**config.mk**
```make
export PLATFORM = sky130hd
export DESIGN_NAME = switch_top
export DESIGN_NICKNAME = d
export VERILOG_FILES = /design/src/design/switch_pkg.sv /design/src/design/switch_top.sv /design/src/design/egress_port.sv /design/src/design/prio_dispatch.sv /design/src/design/queue_manager.sv /design/src/design/cell_buffer.sv /design/src/design/ingress_port.sv /design/src/design/rr_arbiter.sv
export SDC_FILE = /design/constraint.sdc
export NUM_CORES = 2
export LEC_CHECK = 0
export ABC_AREA = 1
export BUFFER_PORTS_ARGS = -buffer_cell sky130_fd_sc_hd__buf_2
export CORE_MARGIN = 2
export CORE_UTILIZATION = 50
export DETAILED_ROUTE_END_ITERATION = 6
export GPL_TIMING_DRIVEN = 0
export PLACE_DENSITY = 0.71
export SYNTH_ARGS = -nofsm -noshare
export SYNTH_HDL_FRONTEND = slang
export SYNTH_SLANG_ARGS = --single-unit
export TNS_END_PERCENT = 20
```
**constraint.sdc**
```tcl
create_clock -name clk -period 6.41 [get_ports clk]
set_clock_uncertainty 0.1 [all_clocks]
set_input_delay 0.9615 -clock clk [delete_from_list [all_inputs] [get_ports clk]]
set_output_delay 0.9615 -clock clk [all_outputs]
set_load 0.02 [all_outputs]
```
**src/design/switch_pkg.sv**
```systemverilog
`default_nettype none

package switch_pkg;

    localparam int NUM_PORTS   = 4;
    // priority 0 is served first
    localparam int NUM_PRIO    = 4;
    localparam int DATA_W      = 16;
    localparam int CELL_COUNT  = 64;
    localparam int CELL_ADDR_W = 6;
    localparam int PORT_W      = 2;
    localparam int PRIO_W      = 2;
    localparam int WRR_W       = 3;

    // packets per turn, index is the priority
    localparam logic [NUM_PRIO-1:0][WRR_W-1:0] WRR_WEIGHT = {3'd1, 3'd2, 3'd3, 3'd4};

    // first word of a packet, seen either raw or as header fields
    typedef union packed {
        logic [DATA_W-1:0] raw;
        struct packed {
            logic [PORT_W-1:0] dest;
            logic [PRIO_W-1:0] prio;
            logic [11:0]       tag;
        } fld;
    } hdr_word_t;

endpackage

`default_nettype wire
```
**src/design/switch_top.sv**
```systemverilog
`timescale 1ns/10ps
`default_nettype none

module switch_top import switch_pkg::*; (
    input  wire                              clk,
    input  wire                              rst_n,
    input  wire  [NUM_PORTS-1:0]             wr_sop,
    input  wire  [NUM_PORTS-1:0]             wr_eop,
    input  wire  [NUM_PORTS-1:0]             wr_vld,
    input  wire  [NUM_PORTS-1:0][DATA_W-1:0] wr_data,
    output logic [NUM_PORTS-1:0]             pause,
    input  wire  [NUM_PORTS-1:0]             ready,
    output logic [NUM_PORTS-1:0]             rd_sop,
    output logic [NUM_PORTS-1:0]             rd_eop,
    output logic [NUM_PORTS-1:0]             rd_vld,
    output logic [NUM_PORTS-1:0][DATA_W-1:0] rd_data,
    input  wire  [NUM_PORTS-1:0]             wrr_enable
);

    // write side, one entry per ingress port
    logic [NUM_PORTS-1:0]                  wr_req, wr_grant, cell_we, cell_weop;
    logic [NUM_PORTS-1:0]                  link_we, enq_valid;
    logic [NUM_PORTS-1:0][DATA_W-1:0]      cell_wdata;
    logic [NUM_PORTS-1:0][CELL_ADDR_W-1:0] link_addr, enq_head, enq_tail;
    logic [NUM_PORTS-1:0][PORT_W-1:0]      enq_dest;
    logic [NUM_PORTS-1:0][PRIO_W-1:0]      enq_prio;

    // the granted writer
    logic                   m_we, m_weop, m_link_we, m_enq_valid;
    logic [DATA_W-1:0]      m_wdata;
    logic [CELL_ADDR_W-1:0] m_link_addr, m_enq_head, m_enq_tail;
    logic [PORT_W-1:0]      m_enq_dest;
    logic [PRIO_W-1:0]      m_enq_prio;

    logic [CELL_ADDR_W-1:0] free_cell, cc_addr, cc_next;
    logic                   free_avail, cc_we;

    // read side
    logic [NUM_PORTS-1:0]                  rd_req, rd_grant, eg_push, start, pop;
    logic [NUM_PORTS-1:0][CELL_ADDR_W-1:0] eg_raddr, pop_next;
    logic [NUM_PORTS-1:0][PRIO_W-1:0]      pop_prio, disp_prio;
    logic [NUM_PORTS-1:0][NUM_PRIO-1:0][CELL_ADDR_W-1:0] head_cell;
    logic [NUM_PORTS-1:0][NUM_PRIO-1:0]    present_mask;
    logic                                  m_re, reop;
    logic [CELL_ADDR_W-1:0]                m_raddr, rnext;
    logic [DATA_W-1:0]                     rdata;

    // grants are one-hot, so each buffer port takes one requester
    always_comb begin
        m_we        = 1'b0;
        m_weop      = 1'b0;
        m_wdata     = '0;
        m_link_we   = 1'b0;
        m_link_addr = '0;
        m_enq_valid = 1'b0;
        m_enq_dest  = '0;
        m_enq_prio  = '0;
        m_enq_head  = '0;
        m_enq_tail  = '0;
        m_re        = 1'b0;
        m_raddr     = '0;
        for (int p = 0; p < NUM_PORTS; p++) begin
            if (wr_grant[p]) begin
                m_we        = cell_we[p];
                m_weop      = cell_weop[p];
                m_wdata     = cell_wdata[p];
                m_link_we   = link_we[p];
                m_link_addr = link_addr[p];
                m_enq_valid = enq_valid[p];
                m_enq_dest  = enq_dest[p];
                m_enq_prio  = enq_prio[p];
                m_enq_head  = enq_head[p];
                m_enq_tail  = enq_tail[p];
            end
            if (rd_grant[p]) begin
                m_re    = eg_push[p];
                m_raddr = eg_raddr[p];
            end
        end
    end

    rr_arbiter u_wr_arb (.clk(clk), .rst_n(rst_n), .req(wr_req), .grant(wr_grant));
    rr_arbiter u_rd_arb (.clk(clk), .rst_n(rst_n), .req(rd_req), .grant(rd_grant));

    cell_buffer u_buf (
        .clk(clk), .rst_n(rst_n),
        .we(m_we), .waddr(free_cell), .wdata(m_wdata), .weop(m_weop),
        .link_we_a(m_link_we), .link_addr_a(m_link_addr), .link_next_a(free_cell),
        .link_we_b(cc_we), .link_addr_b(cc_addr), .link_next_b(cc_next),
        .pop(m_we), .free_cell(free_cell), .free_avail(free_avail),
        .re(m_re), .raddr(m_raddr), .rdata(rdata), .reop(reop), .rnext(rnext),
        .push(m_re), .push_addr(m_raddr)
    );

    queue_manager u_qm (
        .clk(clk), .rst_n(rst_n),
        .enq_valid(m_enq_valid), .enq_dest(m_enq_dest), .enq_prio(m_enq_prio),
        .enq_head(m_enq_head), .enq_tail(m_enq_tail),
        .link_we(cc_we), .link_addr(cc_addr), .link_next(cc_next),
        .pop(pop), .pop_prio(pop_prio), .pop_next(pop_next),
        .head_cell(head_cell), .present_mask(present_mask)
    );

    for (genvar p = 0; p < NUM_PORTS; p++) begin : g_port
        assign pause[p] = !wr_grant[p] || !free_avail;

        ingress_port u_ingress (
            .clk(clk), .rst_n(rst_n),
            .wr_sop(wr_sop[p]), .wr_eop(wr_eop[p]), .wr_vld(wr_vld[p]), .wr_data(wr_data[p]),
            .grant(wr_grant[p]), .req(wr_req[p]),
            .free_cell(free_cell), .free_avail(free_avail),
            .cell_we(cell_we[p]), .cell_wdata(cell_wdata[p]), .cell_weop(cell_weop[p]),
            .link_we(link_we[p]), .link_addr(link_addr[p]),
            .enq_valid(enq_valid[p]), .enq_dest(enq_dest[p]), .enq_prio(enq_prio[p]),
            .enq_head(enq_head[p]), .enq_tail(enq_tail[p])
        );

        prio_dispatch u_dispatch (
            .clk(clk), .rst_n(rst_n), .wrr_en(wrr_enable[p]),
            .present(present_mask[p]), .start(start[p]), .prio(disp_prio[p])
        );

        egress_port u_egress (
            .clk(clk), .rst_n(rst_n), .ready(ready[p]), .present_any(|present_mask[p]),
            .start(start[p]), .prio(disp_prio[p]), .head_cell(head_cell[p]),
            .req(rd_req[p]), .grant(rd_grant[p]), .raddr(eg_raddr[p]),
            .rdata(rdata), .reop(reop), .rnext(rnext), .free_push(eg_push[p]),
            .pop(pop[p]), .pop_prio(pop_prio[p]), .pop_next(pop_next[p]),
            .rd_sop(rd_sop[p]), .rd_eop(rd_eop[p]), .rd_vld(rd_vld[p]), .rd_data(rd_data[p])
        );
    end

endmodule

`default_nettype wire

```
**src/design/egress_port.sv**
```systemverilog
`timescale 1ns/10ps
`default_nettype none

module egress_port import switch_pkg::*; (
    input  wire                                  clk,
    input  wire                                  rst_n,
    input  wire                                  ready,
    input  wire                                  present_any,
    output logic                                 start,
    input  wire  [PRIO_W-1:0]                    prio,
    input  wire  [NUM_PRIO-1:0][CELL_ADDR_W-1:0] head_cell,
    output logic                                 req,
    input  wire                                  grant,
    output logic [CELL_ADDR_W-1:0]               raddr,
    input  wire  [DATA_W-1:0]                    rdata,
    input  wire                                  reop,
    input  wire  [CELL_ADDR_W-1:0]               rnext,
    output logic                                 free_push,
    output logic                                 pop,
    output logic [PRIO_W-1:0]                    pop_prio,
    output logic [CELL_ADDR_W-1:0]               pop_next,
    output logic                                 rd_sop,
    output logic                                 rd_eop,
    output logic                                 rd_vld,
    output logic [DATA_W-1:0]                    rd_data
);

    logic                   busy;
    logic                   pend;
    logic                   first;
    logic                   last_seen;
    logic [CELL_ADDR_W-1:0] cur_cell;
    logic [PRIO_W-1:0]      cur_prio;

    assign start     = !busy && present_any;
    // pend means the buffer returns our word in this cycle
    assign last_seen = pend && reop;

    // follow the chain straight from the returned next pointer
    assign raddr     = pend ? rnext : cur_cell;
    assign req       = busy && ready && !last_seen;
    assign free_push = req && grant;

    assign pop      = last_seen;
    assign pop_prio = cur_prio;
    assign pop_next = rnext;

    assign rd_vld  = pend;
    assign rd_sop  = pend && first;
    assign rd_eop  = last_seen;
    assign rd_data = pend ? rdata : '0;

    always_ff @(posedge clk) begin
        if (!rst_n) begin
            busy  <= 1'b0;
            pend  <= 1'b0;
            first <= 1'b0;
        end else begin
            pend <= free_push;
            if (start) begin
                busy  <= 1'b1;
                first <= 1'b1;
            end else begin
                if (last_seen) begin
                    busy <= 1'b0;
                end
                if (pend) begin
                    first <= 1'b0;
                end
            end
        end
    end

    always_ff @(posedge clk) begin
        if (start) begin
            cur_prio <= prio;
            cur_cell <= head_cell[prio];
        end else if (pend) begin
            cur_cell <= rnext;
        end
    end

endmodule

`default_nettype wire

```
**src/design/prio_dispatch.sv**
```systemverilog
`timescale 1ns/10ps
`default_nettype none

module prio_dispatch import switch_pkg::*; (
    input  wire                clk,
    input  wire                rst_n,
    input  wire                wrr_en,
    input  wire [NUM_PRIO-1:0] present,
    input  wire                start,
    output logic [PRIO_W-1:0]  prio
);

    logic [PRIO_W-1:0] cur;
    logic [PRIO_W-1:0] strict_pick;
    logic [PRIO_W-1:0] next_pick;
    logic [WRR_W-1:0]  served;
    logic              stay;

    always_comb begin
        strict_pick = '0;
        for (int i = NUM_PRIO - 1; i >= 0; i--) begin
            if (present[i]) begin
                strict_pick = PRIO_W'(i);
            end
        end
        // next present priority after the current one, wrapping
        next_pick = cur;
        for (int i = NUM_PRIO; i >= 1; i--) begin
            if (present[cur + PRIO_W'(i)]) begin
                next_pick = cur + PRIO_W'(i);
            end
        end
        stay = present[cur] && served < WRR_WEIGHT[cur];
        if (!wrr_en) begin
            prio = strict_pick;
        end else begin
            prio = stay ? cur : next_pick;
        end
    end

    always_ff @(posedge clk) begin
        if (!rst_n) begin
            cur    <= '0;
            served <= '0;
        end else if (start) begin
            cur    <= prio;
            served <= (wrr_en && stay) ? served + 1'b1 : WRR_W'(1);
        end
    end

endmodule

`default_nettype wire

```
**src/design/queue_manager.sv**
```systemverilog
`timescale 1ns/10ps
`default_nettype none

module queue_manager import switch_pkg::*; (
    input  wire                                           clk,
    input  wire                                           rst_n,
    input  wire                                           enq_valid,
    input  wire  [PORT_W-1:0]                             enq_dest,
    input  wire  [PRIO_W-1:0]                             enq_prio,
    input  wire  [CELL_ADDR_W-1:0]                        enq_head,
    input  wire  [CELL_ADDR_W-1:0]                        enq_tail,
    output logic                                          link_we,
    output logic [CELL_ADDR_W-1:0]                        link_addr,
    output logic [CELL_ADDR_W-1:0]                        link_next,
    input  wire  [NUM_PORTS-1:0]                          pop,
    input  wire  [NUM_PORTS-1:0][PRIO_W-1:0]              pop_prio,
    input  wire  [NUM_PORTS-1:0][CELL_ADDR_W-1:0]         pop_next,
    output logic [NUM_PORTS-1:0][NUM_PRIO-1:0][CELL_ADDR_W-1:0] head_cell,
    output logic [NUM_PORTS-1:0][NUM_PRIO-1:0]            present_mask
);

    logic [CELL_ADDR_W-1:0] head_q [NUM_PORTS][NUM_PRIO];
    logic [CELL_ADDR_W-1:0] tail_q [NUM_PORTS][NUM_PRIO];
    logic [CELL_ADDR_W:0]   cnt_q  [NUM_PORTS][NUM_PRIO];

    logic [NUM_PORTS-1:0][NUM_PRIO-1:0] enq_hit;
    logic [NUM_PORTS-1:0][NUM_PRIO-1:0] pop_hit;
    logic [NUM_PORTS-1:0][NUM_PRIO-1:0] late_hit;
    logic [CELL_ADDR_W:0]               tgt_cnt;
    logic                               tgt_pop;

    // enqueue onto a single-packet queue one cycle ago
    logic                   late_vld;
    logic [PORT_W-1:0]      late_dest;
    logic [PRIO_W-1:0]      late_prio;
    logic [CELL_ADDR_W-1:0] late_head;

    always_comb begin
        tgt_cnt   = cnt_q[enq_dest][enq_prio];
        tgt_pop   = pop[enq_dest] && pop_prio[enq_dest] == enq_prio;
        // no join when the old tail leaves in this very cycle
        link_we   = enq_valid && tgt_cnt != '0 && !(tgt_pop && tgt_cnt == 1);
        link_addr = tail_q[enq_dest][enq_prio];
        link_next = enq_head;
        for (int p = 0; p < NUM_PORTS; p++) begin
            for (int q = 0; q < NUM_PRIO; q++) begin
                enq_hit[p][q]  = enq_valid && enq_dest == PORT_W'(p) && enq_prio == PRIO_W'(q);
                pop_hit[p][q]  = pop[p] && pop_prio[p] == PRIO_W'(q);
                late_hit[p][q] = late_vld && late_dest == PORT_W'(p) && late_prio == PRIO_W'(q);
                head_cell[p][q]    = head_q[p][q];
                present_mask[p][q] = cnt_q[p][q] != '0;
            end
        end
    end

    always_ff @(posedge clk) begin
        if (!rst_n) begin
            late_vld <= 1'b0;
            for (int p = 0; p < NUM_PORTS; p++) begin
                for (int q = 0; q < NUM_PRIO; q++) begin
                    cnt_q[p][q] <= '0;
                end
            end
        end else begin
            late_vld <= enq_valid && tgt_cnt == 1 && !tgt_pop;
            for (int p = 0; p < NUM_PORTS; p++) begin
                for (int q = 0; q < NUM_PRIO; q++) begin
                    cnt_q[p][q] <= cnt_q[p][q] + (CELL_ADDR_W+1)'(enq_hit[p][q])
                                   - (CELL_ADDR_W+1)'(pop_hit[p][q]);
                end
            end
        end
    end

    always_ff @(posedge clk) begin
        late_dest <= enq_dest;
        late_prio <= enq_prio;
        late_head <= enq_head;
        for (int p = 0; p < NUM_PORTS; p++) begin
            for (int q = 0; q < NUM_PRIO; q++) begin
                if (enq_hit[p][q]) begin
                    tail_q[p][q] <= enq_tail;
                end
                if (pop_hit[p][q]) begin
                    // eop cell's next pointer may be older than the join
                    if (enq_hit[p][q] && cnt_q[p][q] == 1) begin
                        head_q[p][q] <= enq_head;
                    end else if (late_hit[p][q]) begin
                        head_q[p][q] <= late_head;
                    end else begin
                        head_q[p][q] <= pop_next[p];
                    end
                end else if (enq_hit[p][q] && cnt_q[p][q] == '0) begin
                    head_q[p][q] <= enq_head;
                end
            end
        end
    end

endmodule

`default_nettype wire

```
**src/design/cell_buffer.sv**
```systemverilog
`timescale 1ns/10ps
`default_nettype none

module cell_buffer import switch_pkg::*; (
    input  wire                    clk,
    input  wire                    rst_n,
    input  wire                    we,
    input  wire [CELL_ADDR_W-1:0]  waddr,
    input  wire [DATA_W-1:0]       wdata,
    input  wire                    weop,
    input  wire                    link_we_a,
    input  wire [CELL_ADDR_W-1:0]  link_addr_a,
    input  wire [CELL_ADDR_W-1:0]  link_next_a,
    input  wire                    link_we_b,
    input  wire [CELL_ADDR_W-1:0]  link_addr_b,
    input  wire [CELL_ADDR_W-1:0]  link_next_b,
    input  wire                    pop,
    output logic [CELL_ADDR_W-1:0] free_cell,
    output logic                   free_avail,
    input  wire                    re,
    input  wire [CELL_ADDR_W-1:0]  raddr,
    output logic [DATA_W-1:0]      rdata,
    output logic                   reop,
    output logic [CELL_ADDR_W-1:0] rnext,
    input  wire                    push,
    input  wire [CELL_ADDR_W-1:0]  push_addr
);

    logic [DATA_W-1:0]      data_mem [CELL_COUNT];
    logic                   eop_mem  [CELL_COUNT];
    logic [CELL_ADDR_W-1:0] next_mem [CELL_COUNT];
    logic [CELL_ADDR_W-1:0] free_mem [CELL_COUNT];

    logic [CELL_ADDR_W-1:0] rd_ptr;
    logic [CELL_ADDR_W-1:0] wr_ptr;
    logic [CELL_ADDR_W:0]   free_cnt;
    logic [CELL_ADDR_W:0]   fill_cnt;
    logic                   filling;
    logic                   pop_en;
    logic                   push_en;
    logic [CELL_ADDR_W-1:0] push_cell;

    // every cell is pushed once after reset
    assign filling    = fill_cnt != (CELL_ADDR_W+1)'(CELL_COUNT);
    assign free_avail = !filling && free_cnt != '0;
    assign free_cell  = free_mem[rd_ptr];
    assign pop_en     = pop && free_avail;
    assign push_en    = filling || push;
    assign push_cell  = filling ? fill_cnt[CELL_ADDR_W-1:0] : push_addr;

    always_ff @(posedge clk) begin
        if (!rst_n) begin
            fill_cnt <= '0;
            free_cnt <= '0;
            rd_ptr   <= '0;
            wr_ptr   <= '0;
        end else begin
            if (filling) begin
                fill_cnt <= fill_cnt + 1'b1;
            end
            if (push_en) begin
                wr_ptr <= wr_ptr + 1'b1;
            end
            if (pop_en) begin
                rd_ptr <= rd_ptr + 1'b1;
            end
            free_cnt <= free_cnt + (CELL_ADDR_W+1)'(push_en) - (CELL_ADDR_W+1)'(pop_en);
        end
    end

    always_ff @(posedge clk) begin
        if (push_en) begin
            free_mem[wr_ptr] <= push_cell;
        end
        if (we) begin
            data_mem[waddr] <= wdata;
            eop_mem[waddr]  <= weop;
        end
        // port a links cells inside a packet, port b joins packets
        if (link_we_a) begin
            next_mem[link_addr_a] <= link_next_a;
        end
        if (link_we_b) begin
            next_mem[link_addr_b] <= link_next_b;
        end
        if (re) begin
            rdata <= data_mem[raddr];
            reop  <= eop_mem[raddr];
            rnext <= next_mem[raddr];
        end
    end

endmodule

`default_nettype wire

```
**src/design/ingress_port.sv**
```systemverilog
`timescale 1ns/10ps
`default_nettype none

module ingress_port import switch_pkg::*; (
    input  wire                    clk,
    input  wire                    rst_n,
    input  wire                    wr_sop,
    input  wire                    wr_eop,
    input  wire                    wr_vld,
    input  wire [DATA_W-1:0]       wr_data,
    input  wire                    grant,
    output logic                   req,
    input  wire [CELL_ADDR_W-1:0]  free_cell,
    input  wire                    free_avail,
    output logic                   cell_we,
    output logic [DATA_W-1:0]      cell_wdata,
    output logic                   cell_weop,
    output logic                   link_we,
    output logic [CELL_ADDR_W-1:0] link_addr,
    output logic                   enq_valid,
    output logic [PORT_W-1:0]      enq_dest,
    output logic [PRIO_W-1:0]      enq_prio,
    output logic [CELL_ADDR_W-1:0] enq_head,
    output logic [CELL_ADDR_W-1:0] enq_tail
);

    hdr_word_t              hdr;
    logic                   accept;
    logic                   in_pkt;
    logic [PORT_W-1:0]      dest_q;
    logic [PRIO_W-1:0]      prio_q;
    logic [CELL_ADDR_W-1:0] head_q;
    logic [CELL_ADDR_W-1:0] last_q;

    assign hdr.raw = wr_data;

    // only ask for the write slot when a cell can be taken
    assign req    = wr_vld && free_avail;
    assign accept = grant && free_avail;

    assign cell_we    = accept;
    assign cell_wdata = hdr.raw;
    assign cell_weop  = wr_eop;

    // chain the previous cell of this packet to the new one
    assign link_we   = accept && in_pkt;
    assign link_addr = last_q;

    assign enq_valid = accept && wr_eop;
    assign enq_dest  = in_pkt ? dest_q : hdr.fld.dest;
    assign enq_prio  = in_pkt ? prio_q : hdr.fld.prio;
    assign enq_head  = in_pkt ? head_q : free_cell;
    assign enq_tail  = free_cell;

    always_ff @(posedge clk) begin
        if (!rst_n) begin
            in_pkt <= 1'b0;
        end else if (accept) begin
            in_pkt <= !wr_eop;
        end
    end

    always_ff @(posedge clk) begin
        if (accept) begin
            last_q <= free_cell;
        end
        if (accept && wr_sop) begin
            dest_q <= hdr.fld.dest;
            prio_q <= hdr.fld.prio;
            head_q <= free_cell;
        end
    end

endmodule

`default_nettype wire

```
**src/design/rr_arbiter.sv**
```systemverilog
`timescale 1ns/10ps
`default_nettype none

module rr_arbiter (
    input  wire        clk,
    input  wire        rst_n,
    input  wire  [3:0] req,
    output logic [3:0] grant
);

    logic [1:0] last;
    logic [1:0] pick;
    logic       found;

    always_comb begin
        pick  = last;
        found = 1'b0;
        // search starts just after the previous winner
        for (int i = 1; i <= 4; i++) begin
            if (!found && req[last + 2'(i)]) begin
                found = 1'b1;
                pick  = last + 2'(i);
            end
        end
        grant = found ? (4'b0001 << pick) : 4'b0000;
    end

    always_ff @(posedge clk) begin
        if (!rst_n) begin
            // requester 0 wins first after reset
            last <= 2'd3;
        end else if (found) begin
            last <= pick;
        end
    end

endmodule

`default_nettype wire

```
# ---- Yosys cells after proc, flatten, opt, wreduce, memory -nomap -nowiden
# Memories as Yosys holds them, arrays and structs flattened. A register that Yosys moved wholly into a read port is not among the register bits.
# Cells that the tools add are included.
dict set report word_totals {
  latchBits 0
  output_inout_bits 80
  mem_bits_rw 2160
  mem_count 7
  regBits 173
  romBits 0
}
# memory depth word_bits rd rd_ports_with_merged_regs wr line
set memory_table {}
lappend memory_table {u_buf.data_mem 64 16 1 1 1 cell_buffer.sv:29} ;# logic [DATA_W-1:0] data_mem [CELL_COUNT];
lappend memory_table {u_buf.free_mem 64 6 1 1 1 cell_buffer.sv:32} ;# logic [CELL_ADDR_W-1:0] free_mem [CELL_COUNT];
lappend memory_table {u_buf.next_mem 64 6 1 1 2 cell_buffer.sv:31} ;# logic [CELL_ADDR_W-1:0] next_mem [CELL_COUNT];
lappend memory_table {u_qm.cnt_q 4 28 5 0 4 queue_manager.sv:24} ;# logic [CELL_ADDR_W:0] cnt_q [NUM_PORTS][NUM_PRIO];
lappend memory_table {u_qm.head_q 4 24 4 0 4 queue_manager.sv:22} ;# logic [CELL_ADDR_W-1:0] head_q [NUM_PORTS][NUM_PRIO];
lappend memory_table {u_qm.tail_q 4 24 1 0 1 queue_manager.sv:23} ;# logic [CELL_ADDR_W-1:0] tail_q [NUM_PORTS][NUM_PRIO];
lappend memory_table {{+1 memories} n/a n/a n/a n/a n/a n/a}
dict set report op_classes {
  bitwise_logic 65
  eq_ne 43
  shifts 2
  add_sub_neg 59
  n_mux 562
  order_cmp 34
  reduce_logical 242
  mul 0
  div_mod_pow 0
}
# op count
set ops {}
lappend ops {{6-bit 2-to-1 mux} 85}
lappend ops {{1-bit 2-to-1 mux} 335}
lappend ops {{1-bit logical AND} 154}
lappend ops {{16-bit 2-to-1 mux} 8}
lappend ops {{2-bit 2-to-1 mux} 64}
lappend ops {{7-bit 2-to-1 mux} 18}
lappend ops {{7-bit nonzero test} 18}
lappend ops {{7-bit by 1-bit adder with 7-bit output} 17}
lappend ops {{7-bit by 1-bit == test with 1-bit output, second input constant} 17}
lappend ops {{7-bit by 1-bit subtractor with 7-bit output} 17}
lappend ops {{7-bit logical NOT} 16}
lappend ops {{2-bit by 3-bit less-than comparator with 1-bit output, second input constant} 29}
lappend ops {{24-bit 2-to-1 mux} 3}
lappend ops {{24-bit OR reduction} 3}
lappend ops {{1-bit OR} 64}
lappend ops {{6-bit binary-select mux with 2-bit select} 5}
lappend ops {{1-bit binary-select mux with 2-bit select} 25}
lappend ops {{2-bit == test, second input constant} 16}
lappend ops {{1-bit logical NOT} 26}
lappend ops {{2-bit adder, second input constant} 12}
lappend ops {{3-bit binary-select mux with 2-bit select} 4}
lappend ops {{3-bit 2-to-1 mux} 8}
lappend ops {{4-bit 2-to-1 mux} 5}
lappend ops {{2-bit by 1-bit == test with 1-bit output, second input constant} 8}
lappend ops {{other kinds (16)} 50}

# ---- Depth between registers and ports, before layout
dict set report depth {
  depth_word 33
  depth_mapped 37
  mapped_depth_nobuf 36
}

# ---- Hierarchy
# From an unflattened synthesis, not the netlist that was laid out.
dict set report unflattened {
  cells_unflattened 11638
  hier_area_um2 111657.1
}
# mod area_each_um2 instances cells_per_inst
set modules_own_cells {}
lappend modules_own_cells {cell_buffer 81723.4 1 7701}
lappend modules_own_cells {queue_manager 17842.1 1 2064}
lappend modules_own_cells {ingress_port 858.3 4 85}
lappend modules_own_cells {egress_port 842.1 4 147}
lappend modules_own_cells {switch_top 2442.3 1 445}
lappend modules_own_cells {prio_dispatch 495.5 4 86}
lappend modules_own_cells {rr_arbiter 432.9 2 78}

# ---- Worst setup path after synthesis
# OpenSTA, ideal clock, no wires.
dict set report synth_timing {
  kind {in2reg}
  from {in ready[0]}
  to {mem u_buf.free_mem[0][0] (data pin)}
  path_stages 19
  slack_ns -0.280
  setup_time_ns 0.723
  arrival_time_ns 5.867
  path_cell_list {nand3_1 o21ai_0 inv_1 nand2_1 o21ai_0 nand2_1 nor2_1 inv_1 nor2_1 inv_1 nand2_1 nor2_1 nor2_1 nand3_1 nand2_1 buf_2 clkbuf_1 clkbuf_1 a21boi_0}
}
dict set report synth_via {
  elab_chain_cells 21
}
# item line
set synth_lines {}
lappend synth_lines {{start: declaration} switch_top.sv:12} ;# input wire [NUM_PORTS-1:0] ready,
lappend synth_lines {{1-bit logical AND * (2 in a row)} egress_port.sv:41} ;# assign req = busy && ready && !last_seen;
lappend synth_lines {{1-bit binary-select mux with 2-bit select} rr_arbiter.sv:20} ;# if (!found && req[last + 2'(i)]) begin
lappend synth_lines {{1-bit 2-to-1 mux (implied by the code)} rr_arbiter.sv:20}
lappend synth_lines {{1-bit 2-to-1 mux} rr_arbiter.sv:20}
lappend synth_lines {{1-bit logical NOT} rr_arbiter.sv:20}
lappend synth_lines {{1-bit logical AND} rr_arbiter.sv:20}
lappend synth_lines {{1-bit 2-to-1 mux} rr_arbiter.sv:20}
lappend synth_lines {{1-bit logical NOT} rr_arbiter.sv:20}
lappend synth_lines {{[3 not listed]} n/a}
lappend synth_lines {{1-bit logical AND} rr_arbiter.sv:20}
lappend synth_lines {{2-bit 2-to-1 mux} rr_arbiter.sv:20}
lappend synth_lines {{1-bit by 2-bit << shifter with 4-bit output} rr_arbiter.sv:25} ;# grant = found ? (4'b0001 << pick) : 4'b0000;
lappend synth_lines {{4-bit 2-to-1 mux *} rr_arbiter.sv:25}
lappend synth_lines {{6-bit 2-to-1 mux (3 in a row)} switch_top.sv:75} ;# if (rd_grant[p]) begin
lappend synth_lines {{6-bit 2-to-1 mux *} switch_top.sv:75}
lappend synth_lines {{6-bit 2-to-1 mux *} cell_buffer.sv:49} ;# assign push_cell = filling ? fill_cnt[CELL_ADDR_W-1:0] : push_addr;
lappend synth_lines {{named net u_buf.push_cell[0]} cell_buffer.sv:41} ;# logic [CELL_ADDR_W-1:0] push_cell;
lappend synth_lines {{end: declaration} cell_buffer.sv:32}
# Mark *: on every way through the listed nets, which the timed path passes. The rest lies on a longest branch. The select of a mux whose other input is x is not followed.

==> qor.csv <==
metric,value,unit
cts_buffers,240,
final-max-slew-violation-count,3,
antenna_found_initial,47,
min_period_over_period,105,%
synth_area,0.111,mm^2
slew_headroom,-4.95,%
pre_cts_slack,-1.92,ns
maxCapViolCount,1,
cts.hold.buffers_added,0,
crit_fanout,10,
clk_path_buf_depth,3,
reg2reg_to,u_buf.next_mem[18][4]$_DFFE_PP_,
grt_max_degree,65,
nets,11500,
cp-end-kind,flip-flop,
syn_to_final_growth,13.8,%
synthCells,10700,
outcome,finished with violations,
io-pin-count,166,
cts_sinks,2362,
grt_pass1_vias,85500,
cts-root-buf,clkbuf_16,
critPathLaunchType,flip-flop,
die-height,476,um
arrival,7.35,ns
worst_pin_slew,1.56,ns
worstPathRequired,7.06,ns
final_antenna_net_count,0,
async_flop_share,0,%
dp_hpwl,320000,um
wirelength,438000,um
core_area,0.222,mm^2
rrSetupSlack,-0.29,ns
dieArea,0.227,mm^2
tritoncts,built,
avgSynthCellArea,10.4,um^2
numPortBuffers,164,
drt_iter0_drc,13900,
clk_latency,0.97,ns
yosys_warnings,0,
fmaxAchievable,149,MHz
critical_path_class,flip-flop to flip-flop,
wl_per_cell,30.4,um
layout-drive-gt1-share,14.0,%
grt_usage,37.7,%
drc_errors,1,
rsz0062_at_grt,true,
finalHoldViolations,0,
grt_pass1_wl,612000,um
ys_seq_elements,2362,
grt_remaining_overflow,0,
violations,"DRC, capacitance limit, slew limit, setup timing",
setup_ws,-0.290,ns
ys_seq_area_share,61.7,%
whs_path_depth,1,
synth_cell_types,56,
htree_levels,4,
drt_pass1_iterations,7,
drt-vias-per-instance,6.31,
synth_flop_cell,edfxtp_1,
dieWidth,476,um
setup_viol,233,
fillers,18500,
synth-edff-count,2143,
vias,90900,
min_to,g_port[0].u_ingress.dest_q[1]$_DFFE_PP_,
start_util,50.2,%
place_congestion,1.05,
worstHoldStart,wr_data[15],
synth_nets,11000,
ff2ff_path_depth,20,
fin_crit,6.70,ns
clk_pin_slew,0.07,ns
num_rows,173,
hold_class,primary input to flip-flop,
[how the worst max path moves through the flow]
stage	start	slack, ns	end	cells after the start
after floorplan	ready[0]	-0.13	u_buf.free_mem[0][2]$_DFFE_PP_	18
after global placement	ready[2]	-6.60	u_buf.free_mem[44][3]$_DFFE_PP_	18
after detailed placement	ready[2]	-1.92	u_buf.rdata[3]$_DFFE_PP_	26
after CTS	flip-flop	-0.18	u_buf.data_mem[29][6]$_DFFE_PP_	14
after global routing	flip-flop	-0.29	u_buf.next_mem[16][4]$_DFFE_PP_	21
final	flip-flop	-0.29	u_buf.next_mem[18][4]$_DFFE_PP_	20
[registers in the layout, summed over array words and instances (netlist names), 16 cells and up, named ones only]
| signal | flops |
|---|---|
| u_buf.data_mem | 1024 |
| u_buf.next_mem | 384 |
| g_port.u_ingress.link_addr | 24 |
| u_buf.free_mem | 384 |
| g_port.u_egress.cur_cell | 24 |
| u_buf.rdata | 16 |
| u_qm.cnt_q | 112 |
| u_qm.head_q | 96 |
| g_port.u_ingress.head_q | 24 |
| u_qm.tail_q | 96 |
| u_buf.eop_mem | 64 |
[layout by cell type (no fill, tap or decap), types with 17 or more instances in the layout]
master,Yosys,final
o21ai_1,122,130
clkinvlp_4,0,27
o21bai_1,38,38
buf_1,78,74
buf_4,28,56
nor2_4,74,114
o211ai_1,589,589
inv_1,640,633
o22ai_1,115,115
fa_1,17,17
edfxtp_1,2143,2143
nand3_1,638,611
clkinv_2,0,49
o221ai_1,97,96
nor2_2,4,47
a31oi_1,28,28
nand3_2,52,65
nand2_2,13,21
clkbuf_1,543,437
clkinv_1,4,61
clkbuf_16,0,241
xnor2_1,19,19
clkbuf_4,0,18
nand3_4,31,45
buf_8,0,28
nor3_1,80,80
or2_2,382,382
ha_1,173,170
nand4_1,406,406
a21oi_1,176,175
o21ai_0,850,820
buf_16,0,17
dfxtp_1,219,218
buf_2,52,216
bufinv_16,0,32
clkbuf_2,0,113
nor2_1,1325,1242
nand2_1,1649,1638
inv_2,19,20
[Yosys cell counts, types with 5 or more instances]
cell type     n  area, um^2
a31oi_1      28         175
inv_2        19        71.3
buf_1        78         293
o22ai_1     115         719
o21ai_0     850        4250
a22oi_1      22         165
o211ai_1    589        4420
nor2_1     1325        4970
o21a_1        7        52.6
nor4_1        8        50.1
nand3_4      31         543
o31ai_1      15         113
xnor2_1      19         166
o221ai_1     97         850
fa_1         17         340
clkbuf_1    543        2040
nand3_2      52         521
nand3_1     638        3190
inv_1       640        2400
buf_2        52         260
o21bai_1     38         285
buf_4        28         210
nand2_2      13        81.3
o21ai_1     122         611
dfxtp_1     219        4380
xor2_1        8        70.1
a21oi_1     176         881
nand2_1    1649        6190
nor3_1       80         400
buf_6        11         124
ha_1        173        2160
nand4_1     406        2540
edfxtp_1   2143       64400
or2_2       382        2390
nor2_4       74         833
a221o_1       5        50.1
[kinds of logic after synthesis]
family          synth area share, %
buf+inv                        4.86
fa+ha+maj                      2.25
compound gates                 11.4
simple gates                   19.6
flops                          61.7
xor+xnor                      0.227
[worst max-delay path, stage by stage, from the launching register on]
cell and delay (ns):
dfxtp_1 0.33, buf_2 0.21, inv_1 0.11, clkbuf_1 0.30, buf_1 0.77, o21ai_0 0.18
o22ai_1 0.44, nor2_1 0.08, o221ai_1 0.25, o211ai_1 0.16, nand2_1 0.69, inv_1 0.58
o21ai_0 0.31, a21oi_1 0.10, o21ai_0 0.13, a22oi_2 0.10, buf_8 0.18, inv_1 0.16
buf_1 0.96, nand4_1 0.19, nand2_1 0.13
[through the flow]
step / std cells / utilization, % / setup TNS [ns] / area [um^2] / hold WS (ns)
after floorplan: 10700 / - / -21.59 / 111000 / 0.335
after global placement: 13800 / 52.3 / -7496.03 / 116000 / 0.353
after detailed placement: 13900 / 53.0 / -689.01 / 118000 / 0.367
after CTS: 14400 / 56.9 / -34.65 / 126000 / 0.0729
after global routing: 14400 / 57.1 / -20.51 / 127000 / 0.0938
final: 14400 / 57.2 / -17.54 / 127000 / 0.107
[what timing repair did]
item / CTS / global route
setup buffers: 17 / 7
resized for setup: 193 / 209
endpoints found under the setup margin: 1601 / 1221
pin swaps: 10 / 7
[layer usage]
layer / track usage, % / wire length, um
met2: 54.7 / 186000
met5: 0.462 / 730
met4: 17.8 / 22800
met3: 11.8 / 60300
met1: 51.5 / 169000
[area by class of cell]
cell class,instances,area [um^2],share of cell area (%)
Sequential cell,2362,68700,54.2
Clock inverter,183,1980,1.56
Tap cell,2975,3720,2.94
Multi-Input combinational cell,6966,38300,30.2
Clock buffer,274,6150,4.85
Antenna cell,16,40.0,0.0316
Timing Repair Buffer,248,2210,1.74
Inverter,664,2520,1.99
Buffer,711,3190,2.52
Power is left out: the tool's default activity adds up to more than one toggle a clock period on the data nets, which glitch-free logic cannot reach.
